## config.mk

```make
export PLATFORM = sky130hd
export DESIGN_NAME = wait_timer
export DESIGN_NICKNAME = d
export VERILOG_FILES = /design/src/wait_timer.sv
export SDC_FILE = /design/constraint.sdc
export NUM_CORES = 1
export LEC_CHECK = 0
export BUFFER_PORTS_ARGS = -buffer_cell sky130_fd_sc_hd__buf_2
export CAP_MARGIN = 20
export CORE_AREA = 4 4 41 43
export DETAILED_ROUTE_END_ITERATION = 10
export DIE_AREA = 0 0 45 47
export HOLD_SLACK_MARGIN = 0.08
export SETUP_SLACK_MARGIN = 0.5
export SLEW_MARGIN = 20
export SYNTH_ARGS = -nofsm -noshare
export SYNTH_HDL_FRONTEND = slang
export SYNTH_SLANG_ARGS = --single-unit
```

## constraint.sdc

```tcl
create_clock -name clk -period 2.1 [get_ports clk]
set_clock_uncertainty 0.2 [all_clocks]
set_input_delay 0.105 -clock clk [delete_from_list [all_inputs] [get_ports clk]]
set_output_delay 0.105 -clock clk [all_outputs]
set_load 0.01 [all_outputs]
```

## src/wait_timer.sv

```systemverilog
/*
 * wait_timer
 * Down counter for the access latency. Loaded with the region
 * latency, it flags expiry for one cycle when it hits zero.
 */
`timescale 1ns/1ps
`default_nettype none

module wait_timer #(
	parameter int cnt_w = 4
) (
	input  logic             clk,
	input  logic             rst_n,
	input  logic             load_lat,
	input  logic [cnt_w-1:0] lat,
	output logic             expired
);

	logic [cnt_w-1:0] cnt;
	logic             armed;

	assign expired = armed && (cnt == '0);

	always_ff @(posedge clk) begin
		if (!rst_n) begin
			cnt   <= '0;
			armed <= 1'b0;
		end else if (load_lat) begin
			cnt   <= lat;
			armed <= 1'b1;
		end else if (armed) begin
			if (cnt != '0) begin
				cnt <= cnt - 1'b1;
			end else begin
				// expiry seen, back to idle
				armed <= 1'b0;
			end
		end
	end

endmodule

`default_nettype wire

```

## Word level (Yosys, flattened, before mapping)

Cells that the tools add are included.

- Flip-flop bits (word level): 5
- Bits of input ports: 7
- Output and inout bits: 1
- Logic and storage cells: 15

- $add $sub $neg: 1
- Mux-type cells: 6
- Reduce and logical (&&, ||, !) cells: 6

Operators with widths:

| kind | number |
|---|---|
| 2-to-1 mux 4 bit | 3 |
| logical NOT 4 bit | 1 |
| nonzero test 2 bit | 2 |
| nonzero test 4 bit | 1 |
| subtractor 4 x 1 -> 4 bit, second input constant | 1 |
| 2-to-1 mux 1 bit | 3 |
| AND reduction 2 bit | 1 |
| logical AND 1 bit | 1 |

## Longest topological paths before layout

- Depth after elaboration: 4
- Gate-level depth with buffers: 5
- Depth with buffers taken out: 5

## Least setup slack after synthesis

OpenSTA, ideal clock, no wires.

- Path kind: reg2reg
- Start: register cnt[0]
- End: register armed
- Library setup time: 0.114 ns
- Arrival: 1.148 ns
- Required time: 1.786 ns
- Path slack: 0.638 ns
- Stages on the path, launching flop included: 6
- Path buffers: 0
- Period minus slack after synthesis: 1.462 ns
- Path through: dfxtp_1 -> inv_1 -> ha_1 -> or3b_1 -> a21oi_1 -> nor2_1

- Cells in the longest elaborated chain, start to end: 4

Ends and longest elaborated chain:

| element | RTL line | text |
|---|---|---|
| from (decl) | 19 | `logic [cnt_w-1:0] cnt;` |
| from (signal assigned) | 29 | `cnt <= lat;` |
| from (signal assigned) | 33 | `cnt <= cnt - 1'b1;` |
| nonzero test 4 bit | 32 | `if (cnt != '0) begin` |
| 2-to-1 mux 1 bit | 32 |  |
| 2-to-1 mux 1 bit | 31 | `end else if (armed) begin` |
| 2-to-1 mux 1 bit | 28 | `end else if (load_lat) begin` |
| to (signal assigned) | 27 | `armed <= 1'b0;` |
| to (signal assigned) | 30 | `armed <= 1'b1;` |
| to (signal assigned) | 36 | `armed <= 1'b0;` |
| to (decl) | 20 | `logic armed;` |

Every way passes these cells.
A chain may end at the register's enable or synchronous reset.

## Final worst setup path

- Start: register cnt[1]
- End: output port expired

- Cells in the longest elaborated chain, start to end: 2

Ends and longest elaborated chain:

| element | RTL line | text |
|---|---|---|
| logical NOT 4 bit | 22 | `assign expired = armed && (cnt == '0);` |
| logical AND 1 bit | 22 |  |
| to (decl) | 16 | `output logic expired` |

Every way passes these cells.

==> results.json <==
{
  "final_cell_mix": "dlygate4sd3_1, buf_2, inv_1, a21oi_1, nor2_1",
  "cts_setup_buffers": 0,
  "critical_path_class": "flip-flop to output port",
  "syn_area_sq_um": 288,
  "synth_compound_area_frac": 0.183,
  "route.vias.total": 342,
  "synth_cells": 35,
  "crit_chain": "inv_1, ha_4, nand2_1, nor3_1, buf_2",
  "clk-insertion-delay-late_ns": 0.25,
  "routed_wl_um": 819,
  "die_area_sq_um": 2120,
  "portBuffers": 7,
  "layout.nets": 66,
  "initial_core_util": 0.221,
  "power_density_nw_per_um2": 603,
  "place_area_sq_um": 342,
  "coreArea_sq_um": 1300,
  "cts_buffers": 3,
  "syn_avg_cell_area_sq_um": 8.22,
  "max_freq_ghz": 0.674,
  "cpMaxStageDelayCell": "dfxtp_2",
  "drc": 0,
  "syn-num-nets": 43,
  "synth_fa_ha_area_frac": 0.0435,
  "cts_buffer_depth": 2,
  "crit_path_start_kind": "flip-flop",
  "status": "complete, no violations",
  "crit_buf_inv": 2,
  "rows": 13,
  "drtIter0Drc": 2,
  "diodes": 0,
  "finalSetupTns_ns": 0,
  "yosys_warnings": 0,
  "cts_tree": "built",
  "worst_ep_required_time_ns": 1.79,
  "cpPeakStageDelay_ns": 0.34,
  "synth_largest_area_cell": "dfxtp_1",
  "arrival_ns": 1.18,
  "max_slew_margin": 0.834,
  "worstHoldPathType": "primary input to flip-flop",
  "hold_viol_final": 0,
  "place_hpwl_um": 486,
  "grt_pass1_wl_um": 1360,
  "antenna_found_initial": 0,
  "gp_congestion": 0.759,
  "ys_seq_area_frac": 0.348,
  "synthTopCellsByArea": "dfxtp_1, nor4b_4, a21oi_1, inv_1, nand3_1",
  "grt_setup_unrepaired": "false",
  "utilization": 0.390,
  "timing.final.crit_period_ns": 1.48,
  "grt.total_usage": 0.0893,
  "drv_cap": 0,
  "cts_max_level": 1,
  "yosys.area_share.xor_xnor": 0,
  "synth-simple-area-share": 0.326,
  "synth_top_family_by_area": "simple AND/OR/NAND/NOR gates",
  "clockRootBuffer": "clkbuf_4",
  "synth_top_area_frac": 0.348,
  "cp_max_fo": 5,
  "muxShareOfSynthArea": 0.0348,
  "vias_per_cell": 4.75,
  "end_kind": "output port",
  "postRouteAntennaNets": 0,
  "die-height_um": 47,
  "syn_to_final_growth_pct": 76.5,
  "die_w_um": 45,
  "ir_worst_vdd_mv": 0.243,
  "grt_pass1_vias": 365,
  "grt_max_degree": 8,
  "finalCritPeriodShare": 0.707,
  "overflow": 0,
  "critPathTopFamily": "flip-flops",
  "layout-drive-gt1-share": 0.298,
  "tightest_slew_ns": 0.249,
  "clkSlewWorstSetupHoldPaths_ns": 0.05,
  "design_area_sq_um": 508,
  "ios": 8,
  "leakage_nw": 0.221,
  "p_total_uw": 307,
  "ys_types": 17,
  "first_pass_iters": 3,
  "cts.sinks": 5,
  "final_max_slew_viol_count": 0,
  "final_common_cell": "dlygate4sd3_1",
  "wl_per_cell_um": 11.4,
  "synth_seq_cells": 5,
  "finalSetupViolations": 0
}
worst register-to-register path: cells and delay by family (launching register included):
| kind | cells | cell delay [ns] |
|---|---|---|
| adder cells (fa/ha/maj) | 1 | 0.15 |
| buffers and inverters | 1 | 0.09 |
| flip-flops | 1 | 0.34 |
| AND/OR/NAND/NOR | 3 | 0.57 |
synth_stat cells:
cell type	number
nor2_1	4
o2111ai_1	1
ha_1	1
nor3b_1	1
nand4_1	1
nand3_1	3
nand4b_1	1
a21oi_1	4
nor3_1	1
mux2i_1	1
or3b_1	1
dfxtp_1	5
nor4b_4	1
a311oi_1	1
o21ai_0	3
inv_1	5
nand2_1	1
layout make-up:
type	count	area [sq um]
Clock buffer	4	26.3
Fill cell	137	793
Sequential cell	5	103
Tap cell	15	18.8
Timing Repair Buffer	18	153
Multi-Input combinational cell	25	189
Inverter	5	18.8
worst paths after layout:
kind / slack, ns / endpoint / start / depth (start not counted)
setup reg to reg: 0.63 / cnt[1] / cnt[1] / 5
hold reg to reg: 0.35 / cnt[1] / cnt[1] / 2
setup / recovery: 0.62 / expired / cnt[1] / 5
hold / removal: 0.24 / cnt[3] / load_lat / 5
state kept, by name, summed over array words and instances (netlist names):
| register | flops |
|---|---|
| armed | 1 |
| cnt | 4 |
routing by layer:
layer	up-vias	GRT usage	wire, um
met1	159	0.0932	345
met4	0	0.0526	20
met5	-	0	0
met2	10	0.167	410
li1	171	-	-
met3	2	0.0153	43
repair_timing:
item	CTS	global route
resized for setup	1	10
pin swaps	0	1
setup endpoints to repair	1	6
endpoints found under the hold margin	5	1
hold buffers	11	1
through the flow:
step           setup slack (ns)  hold WS (ns)  std cells
6_report                  0.615         0.238         72
5_1_grt                   0.547         0.289         72
4_1_cts                   0.509         0.348         72
3_5_place_dp              0.515         0.147         57
3_3_place_gp              0.488         0.143         57
2_1_floorplan             0.638        0.0224         35
kinds of logic (layout without fill, tap and decap cells):
| kind of cell | count (synthesis) | after routing |
|---|---|---|
| buffers and inverters | 5 | 27 |
| adders and majority gates | 1 | 1 |
| and+or+nand+nor | 14 | 14 |
| DFF | 5 | 5 |
| muxes | 1 | 1 |
| AOI/OAI and AO/OA | 9 | 9 |
power breakdown:
part,switching (mW),leakage [nW],internal [mW]
Sequential,0.0127,0.0422,0.104
Clock,0.0413,0.0150,0.0720
Combinational,0.0304,0.164,0.0462
Total,0.0844,0.221,0.222
Note: power is estimated with default switching activity, not from simulation.
