$ cat config.mk
export PLATFORM = sky130hd
export DESIGN_NAME = mem_stage_flat
export DESIGN_NICKNAME = d
export VERILOG_FILES = /design/src/mem_pkg.sv /design/src/mem_req_if.sv /design/src/mem_stage.sv /design/src/flat_wrapper.sv
export SDC_FILE = /design/constraint.sdc
export NUM_CORES = 1
export LEC_CHECK = 0
export ABC_AREA = 1
export BUFFER_PORTS_ARGS = -buffer_cell sky130_fd_sc_hd__buf_4
export CAP_MARGIN = 10
export CORE_MARGIN = 4
export CORE_UTILIZATION = 41
export DETAILED_ROUTE_END_ITERATION = 6
export PLACE_DENSITY = 0.82
export SLEW_MARGIN = 0
export SYNTH_ARGS = -nofsm -noshare
export SYNTH_HDL_FRONTEND = slang
export SYNTH_SLANG_ARGS = --single-unit
$ cat constraint.sdc
create_clock -name clk -period 5.5 [get_ports clk]
set_clock_uncertainty 0.15 [all_clocks]
set_input_delay 0.55 -clock clk [delete_from_list [all_inputs] [get_ports clk]]
set_output_delay 0.55 -clock clk [all_outputs]
set_load 0.005 [all_outputs]
$ cat src/mem_pkg.sv
/*
 * mem_pkg
 * Shared definitions for the memory-access stage: data and
 * address widths, operation and access size codes, and the
 * state encoding of the load/store controller.
 */
`default_nettype none

package mem_pkg;

	localparam int xlen = 32;

	typedef logic [xlen-1:0] word_t;
	typedef logic [xlen-1:0] addr_t;
	typedef logic [4:0]      reg_idx_t;

	// operation held in the stage
	typedef enum logic [1:0] {
		op_alu   = 2'd0,
		op_load  = 2'd1,
		op_store = 2'd2
	} mem_op_t;

	// funct3 layout, top bit marks unsigned
	typedef logic [2:0] mem_size_t;

	localparam mem_size_t sz_b  = 3'b000;
	localparam mem_size_t sz_h  = 3'b001;
	localparam mem_size_t sz_w  = 3'b010;
	localparam mem_size_t sz_bu = 3'b100;
	localparam mem_size_t sz_hu = 3'b101;

	typedef enum logic [1:0] {
		st_idle,
		st_wait,
		st_done
	} lsu_state_t;

endpackage

`default_nettype wire

$ cat src/mem_req_if.sv
/*
 * mem_req_if
 * One memory request and its response, shared by the stage
 * register, the controller, the data RAM and the load aligner.
 */
`timescale 1ns/1ps
`default_nettype none

interface mem_req_if;

	// request
	logic                req;
	mem_pkg::mem_op_t    op;
	mem_pkg::mem_size_t  size;
	mem_pkg::addr_t      addr;
	mem_pkg::word_t      wdata;
	logic                nc;

	// response
	mem_pkg::word_t      rdata;
	logic                ack;

	modport stage (output op, size, addr, wdata, nc);
	modport ctrl  (input op, nc, output req, ack);
	modport ram   (input req, op, size, addr, wdata, output rdata);
	modport align (input op, size, addr, nc, rdata, ack);

endinterface

`default_nettype wire

$ cat src/mem_stage.sv
/*
 * mem_stage
 * Execute-to-memory register. Captures one unkilled instruction,
 * picks the store data from the write-back bypass when asked and
 * tags the access as cacheable or not from the CSR mask and base.
 */
`timescale 1ns/1ps
`default_nettype none

module mem_stage (
	input  logic                 clk,
	input  logic                 rst_n,
	input  logic                 ex_valid,
	input  logic                 ex_kill,
	input  mem_pkg::mem_op_t     ex_op,
	input  mem_pkg::mem_size_t   ex_size,
	input  mem_pkg::addr_t       ex_addr,
	input  mem_pkg::word_t       ex_wdata,
	input  logic                 ex_bp_sel,
	input  mem_pkg::word_t       wb_bp_data,
	input  mem_pkg::reg_idx_t    ex_rd,
	input  logic                 ex_we,
	input  mem_pkg::addr_t       csr_nc_mask,
	input  mem_pkg::addr_t       csr_nc_base,
	output logic                 held,
	output mem_pkg::reg_idx_t    rd,
	output logic                 we,
	input  logic                 done,
	mem_req_if.stage             mem
);

	logic           accept;
	logic           nc_hit;
	mem_pkg::word_t st_data;

	assign accept  = ex_valid && !ex_kill;
	assign nc_hit  = (ex_addr & csr_nc_mask) == csr_nc_base;
	// bypass wins over the register file value
	assign st_data = ex_bp_sel ? wb_bp_data : ex_wdata;

	always_ff @(posedge clk) begin
		if (!rst_n) begin
			held <= 1'b0;
		end else if (done) begin
			held <= 1'b0;
		end else if (accept) begin
			held <= 1'b1;
		end
	end

	// ----------------------------------------
	// payload, loaded on accept only
	always_ff @(posedge clk) begin
		if (accept) begin
			mem.op    <= ex_op;
			mem.size  <= ex_size;
			mem.addr  <= ex_addr;
			mem.wdata <= st_data;
			mem.nc    <= nc_hit;
			rd        <= ex_rd;
			we        <= ex_we;
		end
	end

endmodule

`default_nettype wire

$ cat src/flat_wrapper.sv
// flat-port wrapper written by rule: the top's interface ports become plain ports
module mem_stage_flat 
  (clk, rst_n, ex_valid, ex_kill, ex_op, ex_size, ex_addr, ex_wdata, ex_bp_sel, wb_bp_data, ex_rd, ex_we, csr_nc_mask, csr_nc_base, held, rd, we, done, mem_op, mem_size, mem_addr, mem_wdata, mem_nc);
  mem_req_if mem_i ();
  input  logic clk;
  input  logic rst_n;
  input  logic ex_valid;
  input  logic ex_kill;
  input  mem_pkg::mem_op_t ex_op;
  input  mem_pkg::mem_size_t ex_size;
  input  mem_pkg::addr_t ex_addr;
  input  mem_pkg::word_t ex_wdata;
  input  logic ex_bp_sel;
  input  mem_pkg::word_t wb_bp_data;
  input  mem_pkg::reg_idx_t ex_rd;
  input  logic ex_we;
  input  mem_pkg::addr_t csr_nc_mask;
  input  mem_pkg::addr_t csr_nc_base;
  output logic held;
  output mem_pkg::reg_idx_t rd;
  output logic we;
  input  logic done;
  output wire logic [$bits(mem_i.op)-1:0] mem_op;
  output wire logic [$bits(mem_i.size)-1:0] mem_size;
  output wire logic [$bits(mem_i.addr)-1:0] mem_addr;
  output wire logic [$bits(mem_i.wdata)-1:0] mem_wdata;
  output wire logic [$bits(mem_i.nc)-1:0] mem_nc;
  assign mem_op = mem_i.op;
  assign mem_size = mem_i.size;
  assign mem_addr = mem_i.addr;
  assign mem_wdata = mem_i.wdata;
  assign mem_nc = mem_i.nc;
  mem_stage u_core (.clk(clk), .rst_n(rst_n), .ex_valid(ex_valid), .ex_kill(ex_kill), .ex_op(ex_op), .ex_size(ex_size), .ex_addr(ex_addr), .ex_wdata(ex_wdata), .ex_bp_sel(ex_bp_sel), .wb_bp_data(wb_bp_data), .ex_rd(ex_rd), .ex_we(ex_we), .csr_nc_mask(csr_nc_mask), .csr_nc_base(csr_nc_base), .held(held), .rd(rd), .we(we), .done(done), .mem(mem_i));
endmodule
=== Yosys cells after proc, flatten, opt, wreduce, memory -nomap -nowiden ===
Index checks and enable logic that the tools add are counted.
W data, S select, Z words.

* Multiplexer cells: 1
* Eq/ne operators: 1
* Reductions and logical operators: 3
* Bitwise gates (word level): 2

{| class="wikitable"
|+ Operators by type and width
! kind !! count
|-
| $and A32 B32 Y32 || 1
|-
| $eq A32 B32 Y1 || 1
|-
| $mux W32 || 1
|-
| $reduce_or A2 Y1 || 1
|-
| $logic_and A1 B1 Y1 || 1
|-
| $logic_not A1 Y1 || 1
|-
| $not A1 Y1 || 1
|}

* Flip-flop bits (word level): 77
* Input port bits: 177

=== Longest topological paths before layout ===
* Word-level depth: 2
* Gate-level depth with buffers: 8
* Mapped depth without buffers: 8

=== Least setup slack after synthesis ===
No wires, ideal clock.

* Path kind: input to register
* Start: input port ex_valid
* End: register u_core.mem.addr[0] (enable)
* Arrival: 3.797 ns
* Required time: 4.836 ns
* Path buffers: 0
* Path slack: 1.039 ns
* Library setup time: 0.514 ns
* Stages on the path: 2
* Cells stage by stage: inv_1 > nor2_1

* Word-level cells in the longest chain between the ends: 1

{| class="wikitable"
|+ RTL lines
! what !! line !! source
|-
| start, declared || flat_wrapper.sv:7 || <nowiki>input logic ex_valid;</nowiki>
|-
| $logic_and A1 B1 Y1 || mem_stage.sv:36 || <nowiki>assign accept = ex_valid && !ex_kill;</nowiki>
|-
| via u_core.accept || mem_stage.sv:32 || <nowiki>logic accept;</nowiki>
|-
| end signal, assigned || mem_stage.sv:57 || <nowiki>mem.addr <= ex_addr;</nowiki>
|-
| end, declared || mem_req_if.sv:23 || <nowiki>modport stage (output op, size, addr, wdata, nc);</nowiki>
|}

The timed path passes the listed nets, and every way through them passes these cells.
A chain may end at the register's enable or synchronous reset.

=== Final worst setup path ===
* Start: input port ex_kill
* End: register u_core.mem.addr[9] (enable)

* Word-level cells in the longest chain between the ends: 2

{| class="wikitable"
|+ RTL lines
! what !! line !! source
|-
| start, declared || flat_wrapper.sv:8 || <nowiki>input logic ex_kill;</nowiki>
|-
| $logic_not A1 Y1 || mem_stage.sv:36 ||
|-
| $logic_and A1 B1 Y1 || mem_stage.sv:36 ||
|-
| via u_core.accept || mem_stage.sv:32 ||
|}

The timed path passes the listed nets, and every way through them passes these cells.

==> PnR_summary.wiki <==
{| class="wikitable"
! Metric !! Value
|-
| Result of the run || finished, final reports clean
|-
| Gate Count Post-Synth || 292
|-
| Number of synthesized register bits || 77
|-
| Insertion delay to the later sink of the worst-skew pair || 0.34 ns
|-
| Total power draw || 0.001451 W
|-
| CTS tree || yes
|-
| Proportion of layout cells with a drive suffix above 1 || 54.30%
|-
| Count of cell types in the netlist || 11
|-
| Post-CTS Hold Buffers || 0
|-
| Crit path DAT || 2.08 ns
|-
| Number of pins exceeding their max-slew limit in the final report || 0
|-
| Via/cell ratio || 4.668
|-
| Count of maximum capacitance violations || 0
|-
| IO Port Bufs || 253
|-
| Count of final hold-check violations || 0
|-
| Remaining global-route overflow || 0
|-
| Critical Path Start Type || input port
|-
| Maximum number of pins on one net before global-route repair || 41
|-
| Remaining number of nets flagged by the antenna check after routing || 0
|-
| Die width || 101.4 um
|-
| Peak supply drop || 135.0 uV
|-
| First-pass iteration count of the detailed router || 4
|-
| Post-Syn Area || 0.003573 sq mm
|-
| Cell area after layout || 0.005806 sq mm
|-
| Leakage Power || 2.794 nW
|-
| Reg-to-Reg End || u_core.held
|-
| Clock slew at reported path FFs || 0.09 ns
|-
| Die extent in y || 101.4 um
|-
| Row count || 33
|-
| Io pins || 254
|-
| Post-detailed-route DRC marker count || 0
|-
| Initial drt markers || 85
|-
| Worst slew pin tran || 1.031 ns
|-
| CP startpoint || ex_kill
|-
| Final RePlAce weighted congestion || 0.8370
|-
| Worst slack after detailed placement || 2.856 ns
|-
| Wire length of the first global-routing pass || 15.65 mm
|-
| Setup bufs post-CTS || 0
|-
| Number of buffers on the longest clock path || 2
|-
| Via count of the first global-routing pass || 3306
|-
| Number of clock sinks || 77
|-
| Via total after detailed routing || 3095
|-
| Setup crit end kind || register
|-
| Number of cells on the worst reg-to-reg path || 2
|-
| R2r setup slk || 4.70 ns
|-
| Aggregate global-route resource usage || 20.10%
|-
| Setup repair after global routing missed its margin || no
|-
| Capturing instance or port of the critical path || u_core.mem.addr[9]
|-
| Number of placed instances with taps included || 647
|-
| Detailed-route wire length per cell || 16.04 um
|-
| Core outline area || 0.008341 sq mm
|-
| Final worst-path cycle share || 41.04%
|-
| Critical path start-end classification || input port to register
|-
| Worst reg2reg startpoint || u_core.held
|-
| Final critical-path required period || 2.257 ns
|-
| Avg Cell Area, Syn || 12.24 sq um
|-
| HPWL after DPL || 8.813 mm
|-
| Final sum of negative setup slack || 0 ns
|-
| Number of warnings issued by yosys || 0
|-
| Number of inserted diodes || 0
|-
| Initial Utilization || 42.84%
|-
| Total Wirelength || 10.63 mm
|-
| Cell Pwr Density || 249.9 mW/mm^2
|-
| Highest attainable clock frequency || 443.0 MHz
|-
| Hold WC Path Type || input port to register
|-
| Sequential fraction of the synthesis area || 64.43%
|-
| Highest net fanout along the worst path || 40
|-
| Required time of the worst setup path || 5.32 ns
|-
| Area added between synthesis and finish || 62.47%
|-
| Nets || 730
|-
| Die area || 0.01027 sq mm
|-
| Number of H-tree levels || 3
|-
| Max_slew headroom || 31.09%
|-
| CTS Buf Count || 9
|-
| Cell Area, Placed || 0.005574 sq mm
|-
| Crit path setup slack, layout || 3.243 ns
|-
| Initial antenna violation count || 0
|-
| Non-filler instance count after layout || 663
|-
| Clock root buffer || sky130_fd_sc_hd__clkbuf_8
|-
| # resized after CTS || 0
|-
| Net count of the mapped netlist || 469
|-
| Final setup fails || 0
|}
==> area by class of cell <==
class / instances / area, sq um
multi-input cells: 194 / 1170
repair buffers: 254 / 1907
inverters: 17 / 63.81
clock inverters: 6 / 93.84
fillers: 626 / 2535
clock buffers: 10 / 137.6
flip-flops and latches: 77 / 2302
well taps: 105 / 131.4
==> through the flow <==
| stage | util (%) | hold slack (ns) |
|---|---|---|
| after global placement | 66.83 | 0.3439 |
| after CTS | 69.61 | 0.1945 |
| after global routing | 69.61 | 0.1809 |
| after floorplan | - | 0.3519 |
| after detailed placement | 66.83 | 0.3805 |
| final | 69.61 | 0.2073 |
==> critical path: stages <==
cell	delay (ns)
sky130_fd_sc_hd__buf_4	0.12
sky130_fd_sc_hd__nor2_4	0.78
sky130_fd_sc_hd__buf_4	0.59
==> cell usage after synthesis, drive strengths merged <==
cell | instances | area share (%)
nand2 | 106 | 11
edfxtp | 76 | 64
mux2 | 32 | 13
nor2 | 23 | 2.4
inv | 17 | 1.8
nand3 | 16 | 2.2
nand3b | 16 | 3.4
buf | 4 | 1.3
dfxtp | 1 | 0.56
o21ai | 1 | 0.14
==> routing by layer <==
metal	part of all wire [%]	up-vias	global-route usage (%)	wire length (um)
met2	54	161	38.38	5788
met3	11	20	6.956	1183
met1	32	1389	19.24	3387
li1	-	1525	-	-
met5	0	-	0	0
met4	2.6	0	8.691	274
==> cells in the final DEF (no fill, tap or decap) <==
cell                         count
sky130_fd_sc_hd__nand3_1        16
sky130_fd_sc_hd__dfxtp_1         1
sky130_fd_sc_hd__clkbuf_8       10
sky130_fd_sc_hd__nand2_1       106
sky130_fd_sc_hd__clkinv_4        2
sky130_fd_sc_hd__clkinvlp_4      1
sky130_fd_sc_hd__buf_4         254
sky130_fd_sc_hd__inv_1          17
sky130_fd_sc_hd__inv_6           1
sky130_fd_sc_hd__bufinv_16       2
sky130_fd_sc_hd__nor2_4          1
sky130_fd_sc_hd__mux2_2          2
sky130_fd_sc_hd__nor2_1         22
sky130_fd_sc_hd__nand3b_1       16
sky130_fd_sc_hd__mux2_4         30
sky130_fd_sc_hd__o21ai_0         1
sky130_fd_sc_hd__edfxtp_1       76
==> cells by family after synthesis <==
kind of cell	share of synthesized area, %
compound gates	0.1399
simple gates	19.15
buf+inv	3.046
flops	64.43
mux	13.24
==> power breakdown <==
part	leakage (nW)	internal, W	switching (W)
registers	0.720	0.000691	0.0000117
clock network	0.113	0.000271	0.000211
logic	1.96	0.000168	0.0000975
total	2.79	0.00113	0.000320
==> sequential cells by signal, indices dropped and copies added, names as in the netlist <==
| register | cells |
|---|---|
| u_core.held | 1 |
| u_core.mem.addr | 32 |
| u_core.mem.nc | 1 |
| u_core.mem.op | 2 |
| u_core.mem.size | 3 |
| u_core.mem.wdata | 32 |
| u_core.rd | 5 |
| u_core.we | 1 |
==> worst min-delay path by stage <==
stage                             end  cells after the start   startpoint  slack (ns)
after floorplan           u_core.held                      2  u_core.held        0.35
after global placement    u_core.held                      2  u_core.held        0.34
after detailed placement  u_core.held                      2  u_core.held        0.38
after CTS                 u_core.held                      2         done        0.19
after global routing      u_core.held                      2         done        0.18
final                     u_core.held                      2         done        0.21
Power figures use the tool's default switching activity.
