## src/mem_pkg.sv

```systemverilog
/*
 * mem_pkg
 * Shared definitions for the memory-access stage: data and
 * address widths, operation and access size codes, and the
 * state encoding of the load/store controller.
 */
`default_nettype none

package mem_pkg;

	localparam int xlen = 32;

	typedef logic [xlen-1:0] word_t;
	typedef logic [xlen-1:0] addr_t;
	typedef logic [4:0]      reg_idx_t;

	// operation held in the stage
	typedef enum logic [1:0] {
		op_alu   = 2'd0,
		op_load  = 2'd1,
		op_store = 2'd2
	} mem_op_t;

	// funct3 layout, top bit marks unsigned
	typedef logic [2:0] mem_size_t;

	localparam mem_size_t sz_b  = 3'b000;
	localparam mem_size_t sz_h  = 3'b001;
	localparam mem_size_t sz_w  = 3'b010;
	localparam mem_size_t sz_bu = 3'b100;
	localparam mem_size_t sz_hu = 3'b101;

	typedef enum logic [1:0] {
		st_idle,
		st_wait,
		st_done
	} lsu_state_t;

endpackage

`default_nettype wire

```

## src/mem_req_if.sv

```systemverilog
/*
 * mem_req_if
 * One memory request and its response, shared by the stage
 * register, the controller, the data RAM and the load aligner.
 */
`timescale 1ns/1ps
`default_nettype none

interface mem_req_if;

	// request
	logic                req;
	mem_pkg::mem_op_t    op;
	mem_pkg::mem_size_t  size;
	mem_pkg::addr_t      addr;
	mem_pkg::word_t      wdata;
	logic                nc;

	// response
	mem_pkg::word_t      rdata;
	logic                ack;

	modport stage (output op, size, addr, wdata, nc);
	modport ctrl  (input op, nc, output req, ack);
	modport ram   (input req, op, size, addr, wdata, output rdata);
	modport align (input op, size, addr, nc, rdata, ack);

endinterface

`default_nettype wire

```

## src/lsu_ctrl.sv

```systemverilog
/*
 * lsu_ctrl
 * Sequences the held access: request, wait for the region
 * latency, then write-back. Also produces the busy signal
 * that keeps execute from offering a second instruction.
 */
`timescale 1ns/1ps
`default_nettype none

module lsu_ctrl #(
	parameter int cache_lat = 1,
	parameter int nc_lat    = 6,
	parameter int cnt_w     = 4
) (
	input  logic             clk,
	input  logic             rst_n,
	input  logic             held,
	output logic             done,
	output logic             busy,
	output logic             load_lat,
	output logic [cnt_w-1:0] lat,
	input  logic             expired,
	mem_req_if.ctrl          mem
);

	mem_pkg::lsu_state_t state;
	mem_pkg::lsu_state_t state_nxt;

	// memory op waiting in idle starts the timer
	assign load_lat = (state == mem_pkg::st_idle) && held && (mem.op != mem_pkg::op_alu);
	assign lat      = mem.nc ? cnt_w'(nc_lat) : cnt_w'(cache_lat);

	assign done = (state == mem_pkg::st_done);
	assign busy = held || (state != mem_pkg::st_idle);
	assign mem.ack = (state == mem_pkg::st_wait) && expired;

	// ----------------------------------------
	// next state
	always_comb begin
		state_nxt = state;
		case (state)
			mem_pkg::st_idle: begin
				if (held) begin
					if (mem.op == mem_pkg::op_alu) begin
						state_nxt = mem_pkg::st_done;
					end else begin
						state_nxt = mem_pkg::st_wait;
					end
				end
			end
			mem_pkg::st_wait: begin
				if (expired) begin
					state_nxt = mem_pkg::st_done;
				end
			end
			default: begin
				state_nxt = mem_pkg::st_idle;
			end
		endcase
	end

	always_ff @(posedge clk) begin
		if (!rst_n) begin
			state   <= mem_pkg::st_idle;
			mem.req <= 1'b0;
		end else begin
			state   <= state_nxt;
			// one cycle wide, first cycle of st_wait
			mem.req <= load_lat;
		end
	end

endmodule

`default_nettype wire

```

## src/flat_wrapper.sv

```systemverilog
// flat-port wrapper written by rule: the top's interface ports become plain ports
module lsu_ctrl_flat 
#(
	parameter int cache_lat = 1,
	parameter int nc_lat    = 6,
	parameter int cnt_w     = 4
)
  (clk, rst_n, held, done, busy, load_lat, lat, expired, mem_op, mem_nc, mem_req, mem_ack);
  mem_req_if mem_i ();
  input  logic clk;
  input  logic rst_n;
  input  logic held;
  output logic done;
  output logic busy;
  output logic load_lat;
  output logic [cnt_w-1:0] lat;
  input  logic expired;
  input wire logic [$bits(mem_i.op)-1:0] mem_op;
  input wire logic [$bits(mem_i.nc)-1:0] mem_nc;
  output wire logic [$bits(mem_i.req)-1:0] mem_req;
  output wire logic [$bits(mem_i.ack)-1:0] mem_ack;
  assign mem_i.op = mem_op;
  assign mem_i.nc = mem_nc;
  assign mem_req = mem_i.req;
  assign mem_ack = mem_i.ack;
  lsu_ctrl #(.cache_lat(cache_lat), .nc_lat(nc_lat), .cnt_w(cnt_w)) u_core (.clk(clk), .rst_n(rst_n), .held(held), .done(done), .busy(busy), .load_lat(load_lat), .lat(lat), .expired(expired), .mem(mem_i));
endmodule
```

## config.mk

```make
export PLATFORM = sky130hd
export DESIGN_NAME = lsu_ctrl_flat
export DESIGN_NICKNAME = d
export VERILOG_FILES = /design/src/mem_pkg.sv /design/src/mem_req_if.sv /design/src/lsu_ctrl.sv /design/src/flat_wrapper.sv
export SDC_FILE = /design/constraint.sdc
export NUM_CORES = 1
export LEC_CHECK = 0
export BUFFER_PORTS_ARGS = -buffer_cell sky130_fd_sc_hd__buf_4
export CORE_AREA = 2 2 39 41
export CTS_CLUSTER_SIZE = 24
export DETAILED_ROUTE_END_ITERATION = 12
export DIE_AREA = 0 0 41 43
export GPL_ROUTABILITY_DRIVEN = 1
export PLACE_DENSITY = 0.45
export SYNTH_ARGS = -nofsm -noshare
export SYNTH_HDL_FRONTEND = slang
export SYNTH_SLANG_ARGS = --single-unit
```

## constraint.sdc

```tcl
create_clock -name clk -period 0.95 [get_ports clk]
set_input_delay 0.0475 -clock clk [delete_from_list [all_inputs] [get_ports clk]]
set_output_delay 0.0475 -clock clk [all_outputs]
set_load 0.02 [all_outputs]
```

# Word-level counts from Yosys, hierarchy flattened
# Cells that the tools add are included.
# classes
add_sub_neg,0
n_mul,0
div,0
magnitude_cmp,0
eq_ne,4
n_shift,0
muxes,5
n_bitwise,0
n_reduce_logical,9
# ops
operator,n
$mux 2,3
$logic_not 2->1,2
$ne 2x2->1 const B,2
$pmux 2 s2,1
$reduce_bool 2->1,2
$logic_and 1x1->1,3
$mux 3,1
$eq 2x1->1 const B,1
$eq 2x2->1 const B,1
$reduce_and 2->1,1
$logic_or 1x1->1,1
# totals
reg_bits,3
latchBits,0
mem_bits_rw,0
romBits,0
inputBits,7
word_cells,20
mem_count,0

# Longest topological paths before layout
# Gate-level depths: netlist of run 1.
# depth
word_depth,4
ltp_mapped,3

# Least setup slack after synthesis of run 1
# No wires, ideal clock.
# synth_timing
kind,flip-flop to flip-flop
start,register u_core.state[1]
end,register u_core.mem.req
setup_time_ns,0.061
t_arrival_ns,1.056
slack_ns,-0.167
stages_incl_launch_ff,3
period_less_slack_ns,1.117
path_cell_list,dfxtp_1 -> nor3_1 -> and2_1
# synth_between
elab_chain_len,3
# synth_rtl
element,line,rtl
start: declaration,lsu_ctrl.sv:26,mem_pkg::lsu_state_t state;
start signal: assignment,lsu_ctrl.sv:64,state <= mem_pkg::st_idle;
start signal: assignment,lsu_ctrl.sv:67,state <= state_nxt;
$logic_not 2->1,lsu_ctrl.sv:30,assign load_lat = (state == mem_pkg::st_idle) && held && (mem.op != mem_pkg::op_alu);
$logic_and 1x1->1 (2 in series),lsu_ctrl.sv:30,
named net load_lat,flat_wrapper.sv:15,output logic load_lat;
end signal: assignment,lsu_ctrl.sv:69,mem.req <= load_lat;
end: declaration,mem_req_if.sv:24,"modport ctrl (input op, nc, output req, ack);"
# The timed path passes the listed nets, and every way through them passes these cells.
# A chain may end at the register's enable or synchronous reset.

# Worst setup path in the final report of run 1
# layout_timing
start,register u_core.state[1]
end,output busy
# layout_between
elab_chain_len,2
# layout_rtl
element,line,rtl
$reduce_bool 2->1,lsu_ctrl.sv:34,assign busy = held || (state != mem_pkg::st_idle);
$logic_or 1x1->1,lsu_ctrl.sv:34,
end: declaration,flat_wrapper.sv:14,output logic busy;
# No other way between the ends.

==> metrics.txt, run 1 <==
Post-Layout Cell Count=55; Syn Nets=27; CP Data Arrival Time=1.04 ns; Area contributors post-synth=dfxtp_1 (36%), buf_4 (14%), mux2_2 (6.8%), or4b_1 (6.0%), and2b_2 (5.3%); Setup WS post-layout=-0.142 ns; VDD IR max=515 uV; Synth cell types=15; Synth top area share=36.1%; Die H=43 um; Overflow after GRT=0; reg2reg setup slack=-0.07 ns; cts hold-fix bufs=0; nets=47; clk_skew=0.00292 ns; fill cell count=159; DRC=0; std cell rows=14; Tot Pwr=0.528 mW; number of buffers added on ports=14; placed insts=50; hold path start=rst_n; RR Endpoint=u_core.state[1]; nature of the critical path endpoint=output port; Iteration-0 DRC Markers=2; worst r2r src=u_core.state[0]; Starting Density=12.0%; fraction of layout cells with a size suffix above 1=76.9%; Detailed Place HPWL=369 um; Cells after Synth=20; Die Footprint=0.00176 mm^2; Mean Syn Cell Area=8.32 um^2; first-pass GRT wire length=731 um; sw frac=28.0%; Antenna Cells=0; CP max stage delay=0.36 ns; Setup Viol. Count Final=6; sequential area share after synthesis=36.1%; average wire per standard cell=8.89 um; TritonCTS clock tree=done; routed wire length=489 um; Peak Freq=915 MHz; H-tree Lvls=1; hold depth=2; Yosys top cell by area=dfxtp_1; Area growth syn-to-layout=129%; Final Max Slew Viols=0; CP Max Fanout=2; Hold Fails Final Rpt=0; worst hold-check path type=in -> reg; switching pwr=0.148 mW; gpl congestion=0.653; worst setup path category=reg -> out; failing checks=setup timing; flops & latches, synth=3; internal power component=0.380 mW; # IOs=16; setup slack at placement=-0.0366 ns; Post-synth EDFFs=0; leading cell types by count after synthesis=buf_4 (3), dfxtp_1 (3), nor2_1 (2); critical-path cell list=or3_4 -> buf_6; WHS Endpoint=u_core.mem.req; Antenna Nets Post-Route=0; Syn Std Cell Area=166 um^2; largest net degree at the start of global routing=6; fraction of the cycle the final worst path needs=115%; Reg2Reg Depth=2; Layout Utilization=27.6%; via count=192; Tot GR Track Use=6.91%; leakage=0.179 nW; startpoint types=flip-flop; vias in the first global route=192; clock share of power=43.2%; Hold Slack=0.0349 ns; CTS Root Cell=clkbuf_4; # clock sinks=3; Max-Cap Viols=0; top_reg_cell synth=dfxtp_1; Clock Latency Late Sink=0.23 ns; Max stage delay cell, worst path=or3_4; Synth async-reset ratio=0%; CORE AREA=0.00138 mm^2; Largest delay share family, worst path=simple AND/OR/NAND/NOR gates; WP buf/inv=1; Comb power frac=30.2%; worst-case clock buffer depth=2; Flop pwr share=26.5%; power per cell area=1380 mW/mm^2; Critical Path RT=0.90 ns; RSZ-0062 raised after global routing=true; most frequent cells in the layout=buf_4 (12), buf_6 (6), clkbuf_4 (3); Clk pin slew, worst setup/hold paths=0.04 ns; commonest non-fill, non-tap cell in the layout=buf_4; Die W=41 um; CTS buffer count=3; min cycle time layout=1.09 ns; status=finished with violations; Pre-antenna DRT Iters=2; Synthesis Warnings=0; antenna violations before repair=0; vias per std cell=3.49
state kept, by name (all words and copies together) (netlist names):
signal	cells
u_core.mem.req	1
u_core.state	2
layout make-up:
type	instances	area (um^2)	share of cell area, %
repair buffers	18	158	41.3
multi-input cells	13	109	28.5
flip-flops and latches	3	65.1	17.0
clock buffers	4	26.3	6.89
well taps	16	20.0	5.25
inverters	1	3.75	0.984
power groups by stage:
stage                     Combinational (mW)  Sequential, mW  Clock, mW
after global placement                 0.129           0.142          0
final                                  0.160           0.140      0.228
after detailed placement               0.129           0.142          0
after global routing                   0.172           0.141      0.256
after floorplan                       0.0636           0.147          0
after CTS                              0.152           0.142      0.247
cells by family after synthesis:
logic type,Yosys count,share of synthesized area (%)
muxes,1,6.77
DFF,3,36.1
AOI/OAI and AO/OA,2,6.01
buffers and inverters,4,15.8
other,1,2.25
and+or+nand+nor,9,33.1
timing repair:
action | 4_1_cts | 5_1_grt
gates resized for setup | 10 | 4
pin swaps | 2 | 2
endpoints found under the setup margin | 5 | 6
setup buffers | 0 | 1
worst max-delay path by stage:
stage                          from               to  slack, ns  cells after the start
finish              u_core.state[1]             busy      -0.14                      2
global route        u_core.state[0]             busy      -0.17                      2
CTS                 u_core.state[1]             busy      -0.16                      2
detailed placement  u_core.state[0]  u_core.state[1]      -0.04                      2
global placement    u_core.state[1]             busy      -0.03                      2
floorplan           u_core.state[0]  u_core.state[1]     -0.002                      2
per-stage QoR:
step                instance area [um^2]  setup TNS (ns)
floorplan                            173        -0.00194
detailed placement                   298         -0.0517
global route                         382          -0.816
CTS                                  363          -0.533
global placement                     298         -0.0336
finish                               382          -0.546
per-layer routing:
metal	part of all wire [%]	vias to the layer above	wire length (um)	track usage, %
met5	0	-	0	0
met4	0	0	0	4.00
met3	3.9	0	19	6.28
met2	52	6	254	9.38
met1	44	88	216	6.69
li1	-	98	-	-
(Power assumes the default switching activity.)
==> inputs of run 2 (changes only) <==
--- a/config.mk
+++ b/config.mk
@@ -6,12 +6,14 @@
 export NUM_CORES = 1
 export LEC_CHECK = 0
 export BUFFER_PORTS_ARGS = -buffer_cell sky130_fd_sc_hd__buf_4
-export CORE_AREA = 2 2 39 41
+export CELL_PAD_IN_SITES_DETAIL_PLACEMENT = 0
+export CELL_PAD_IN_SITES_GLOBAL_PLACEMENT = 2
+export CORE_MARGIN = 3
+export CORE_UTILIZATION = 12
 export CTS_CLUSTER_SIZE = 24
 export DETAILED_ROUTE_END_ITERATION = 12
-export DIE_AREA = 0 0 41 43
 export GPL_ROUTABILITY_DRIVEN = 1
-export PLACE_DENSITY = 0.45
+export PLACE_DENSITY = 0.7
 export SYNTH_ARGS = -nofsm -noshare
 export SYNTH_HDL_FRONTEND = slang
 export SYNTH_SLANG_ARGS = --single-unit
==> metrics.txt, run 2 (synthesis gave the netlist of run 1 again) <==
fill cell count=144 (-9.4%); power per cell area=1470 mW/mm^2 (+6.2%); nature of the critical path endpoint=output port; vias per std cell=3.96 (+14%); # clock sinks=3 (unchanged); gpl congestion=0.680 (+4.0%); startpoint types=flip-flop; Iteration-0 DRC Markers=1 (-1); Peak Freq=899 MHz (-1.8%); worst setup path category=reg -> out; failing checks=setup timing; commonest non-fill, non-tap cell in the layout=buf_4; TritonCTS clock tree=done; H-tree Lvls=1 (unchanged); Max-Cap Viols=0 (unchanged); CP Max Fanout=4 (+2); std cell rows=12 (-2); worst hold-check path type=in -> reg; vias in the first global route=221 (+15%); Tot GR Track Use=7.14% (+0.23 points); Hold Slack=0.0249 ns (-0.0101 ns); antenna violations before repair=0 (unchanged); Post-Layout Cell Count=53 (-3.6%); Overflow after GRT=0 (unchanged); routed wire length=554 um (+13%); Die W=43.2 um (+5.5%); clk_skew=0.00161 ns (-0.00131 ns); hold depth=2 (unchanged); min cycle time layout=1.11 ns (+0.0200 ns); Final Max Slew Viols=0 (unchanged); number of buffers added on ports=14 (unchanged); fraction of the cycle the final worst path needs=117% (+2.1 points); Setup Viol. Count Final=5 (-1); DRC=0 (unchanged); leakage=0.175 nW (-1.9%); Starting Density=13.9% (+1.8 points); Clock Latency Late Sink=0.24 ns (about the same); Critical Path RT=0.90 ns (about the same); Hold Fails Final Rpt=0 (unchanged); Die H=43.2 um (+0.56%); RSZ-0062 raised after global routing=true; most frequent cells in the layout=buf_4 (14), buf_6 (4), clkbuf_4 (3), nor2_2 (2), dfxtp_2 (2); setup slack at placement=-0.0326 ns (+0.00403 ns); largest net degree at the start of global routing=5 (-1); status=finished with violations; # IOs=16 (unchanged); Pre-antenna DRT Iters=2 (unchanged); Antenna Nets Post-Route=0 (unchanged); Setup WS post-layout=-0.162 ns (-0.0200 ns); CTS buffer count=3 (unchanged); average wire per standard cell=10.5 um (+18%); Die Footprint=0.00187 mm^2 (+6.1%); Tot Pwr=0.530 mW (+0.29%); Detailed Place HPWL=425 um (+15%); Top Registers=u_core.state: 2 flops, u_core.mem.req: 1 flops; Reg with most FFs=u_core.state; post-route cell area=360 um^2 (-5.6%); Clk pin slew, worst setup/hold paths=0.04 ns (about the same); Antenna Cells=0 (unchanged); CORE AREA=0.00120 mm^2 (-13%); first-pass GRT wire length=890 um (+22%); VDD IR max=471 uV (-8.6%); CTS Root Cell=clkbuf_4; fraction of layout cells with a size suffix above 1=74.4% (-2.6 points); CP Data Arrival Time=1.06 ns (+0.02 ns); area of placed instances=288 um^2 (-3.4%); nets=47 (unchanged); cts hold-fix bufs=0 (unchanged); Reg2Reg Depth=2 (unchanged); placed insts=47 (-6.0%); max reg flops=2 (unchanged); worst-case clock buffer depth=2 (unchanged); via count=210 (+9.4%); Area growth syn-to-layout=117%
## run 2: cell types whose count changed in the layout (fill, tap and decap cells not counted)
cell and change:
a21oi_1 +1, nor2_4 -1, buf_6 -2, dfxtp_2 +1, nor2_1 -1, dfxtp_4 -1
nor2_2 +2, buf_4 +2, nand2_1 +1, nand2_2 -1, a21oi_2 -1
## run 2: power by group
part | leakage (nW) | internal [mW] | switching, mW
registers | 0.0254 | 0.136 | 0.00531
clock network | 0.0150 | 0.158 | 0.0747
logic | 0.135 | 0.0842 | 0.0715
total | 0.175 | 0.378 | 0.152
## run 2: what timing repair did
item / CTS / global route
endpoints found under the setup margin: 5 / 7
resized for setup: 6 / 3
pin swaps: 4 / 3
buffers inserted: 2 / 0
endpoints found under the hold margin: 0 / 0
## run 2: worst max-delay path, stage by stage (launching register included)
cell and delay (ns):
dfxtp_2 0.32, or3_4 0.37, buf_6 0.14
## run 2: final timing paths
kind / slack (ns) / endpoint / start
max reg2reg: -0.05 / u_core.state[1] / u_core.state[0]
min: 0.02 / u_core.mem.req / rst_n
max: -0.16 / busy / u_core.state[0]
min reg2reg: 0.55 / u_core.state[1] / u_core.state[0]
## run 2: layout make-up
type                       instances  area, um^2  area share, %
sequential                         3        62.6           17.4
multi-input combinational         13         100           27.8
timing repair buffer              18         150           41.7
inverter                           1        3.75           1.04
tap                               14        17.5           4.86
clock buffer                       4        26.3           7.29
## run 2: through the flow
stage	util (%)	TNS, ns
after floorplan	-	-0.00194
after global placement	24.0	-0.0268
after detailed placement	24.0	-0.0586
after CTS	29.3	-0.647
after global routing	30.0	-0.791
final	30.0	-0.543
## run 2: routing by layer
metal	part of all wire, %	vias to the layer above	track usage [%]	wire length, um
met5	0	-	0	0
met4	3.1	0	7.23	17
met3	15	2	4.24	84
met2	51	14	11.5	283
met1	31	94	5.67	170
li1	-	100	-	-
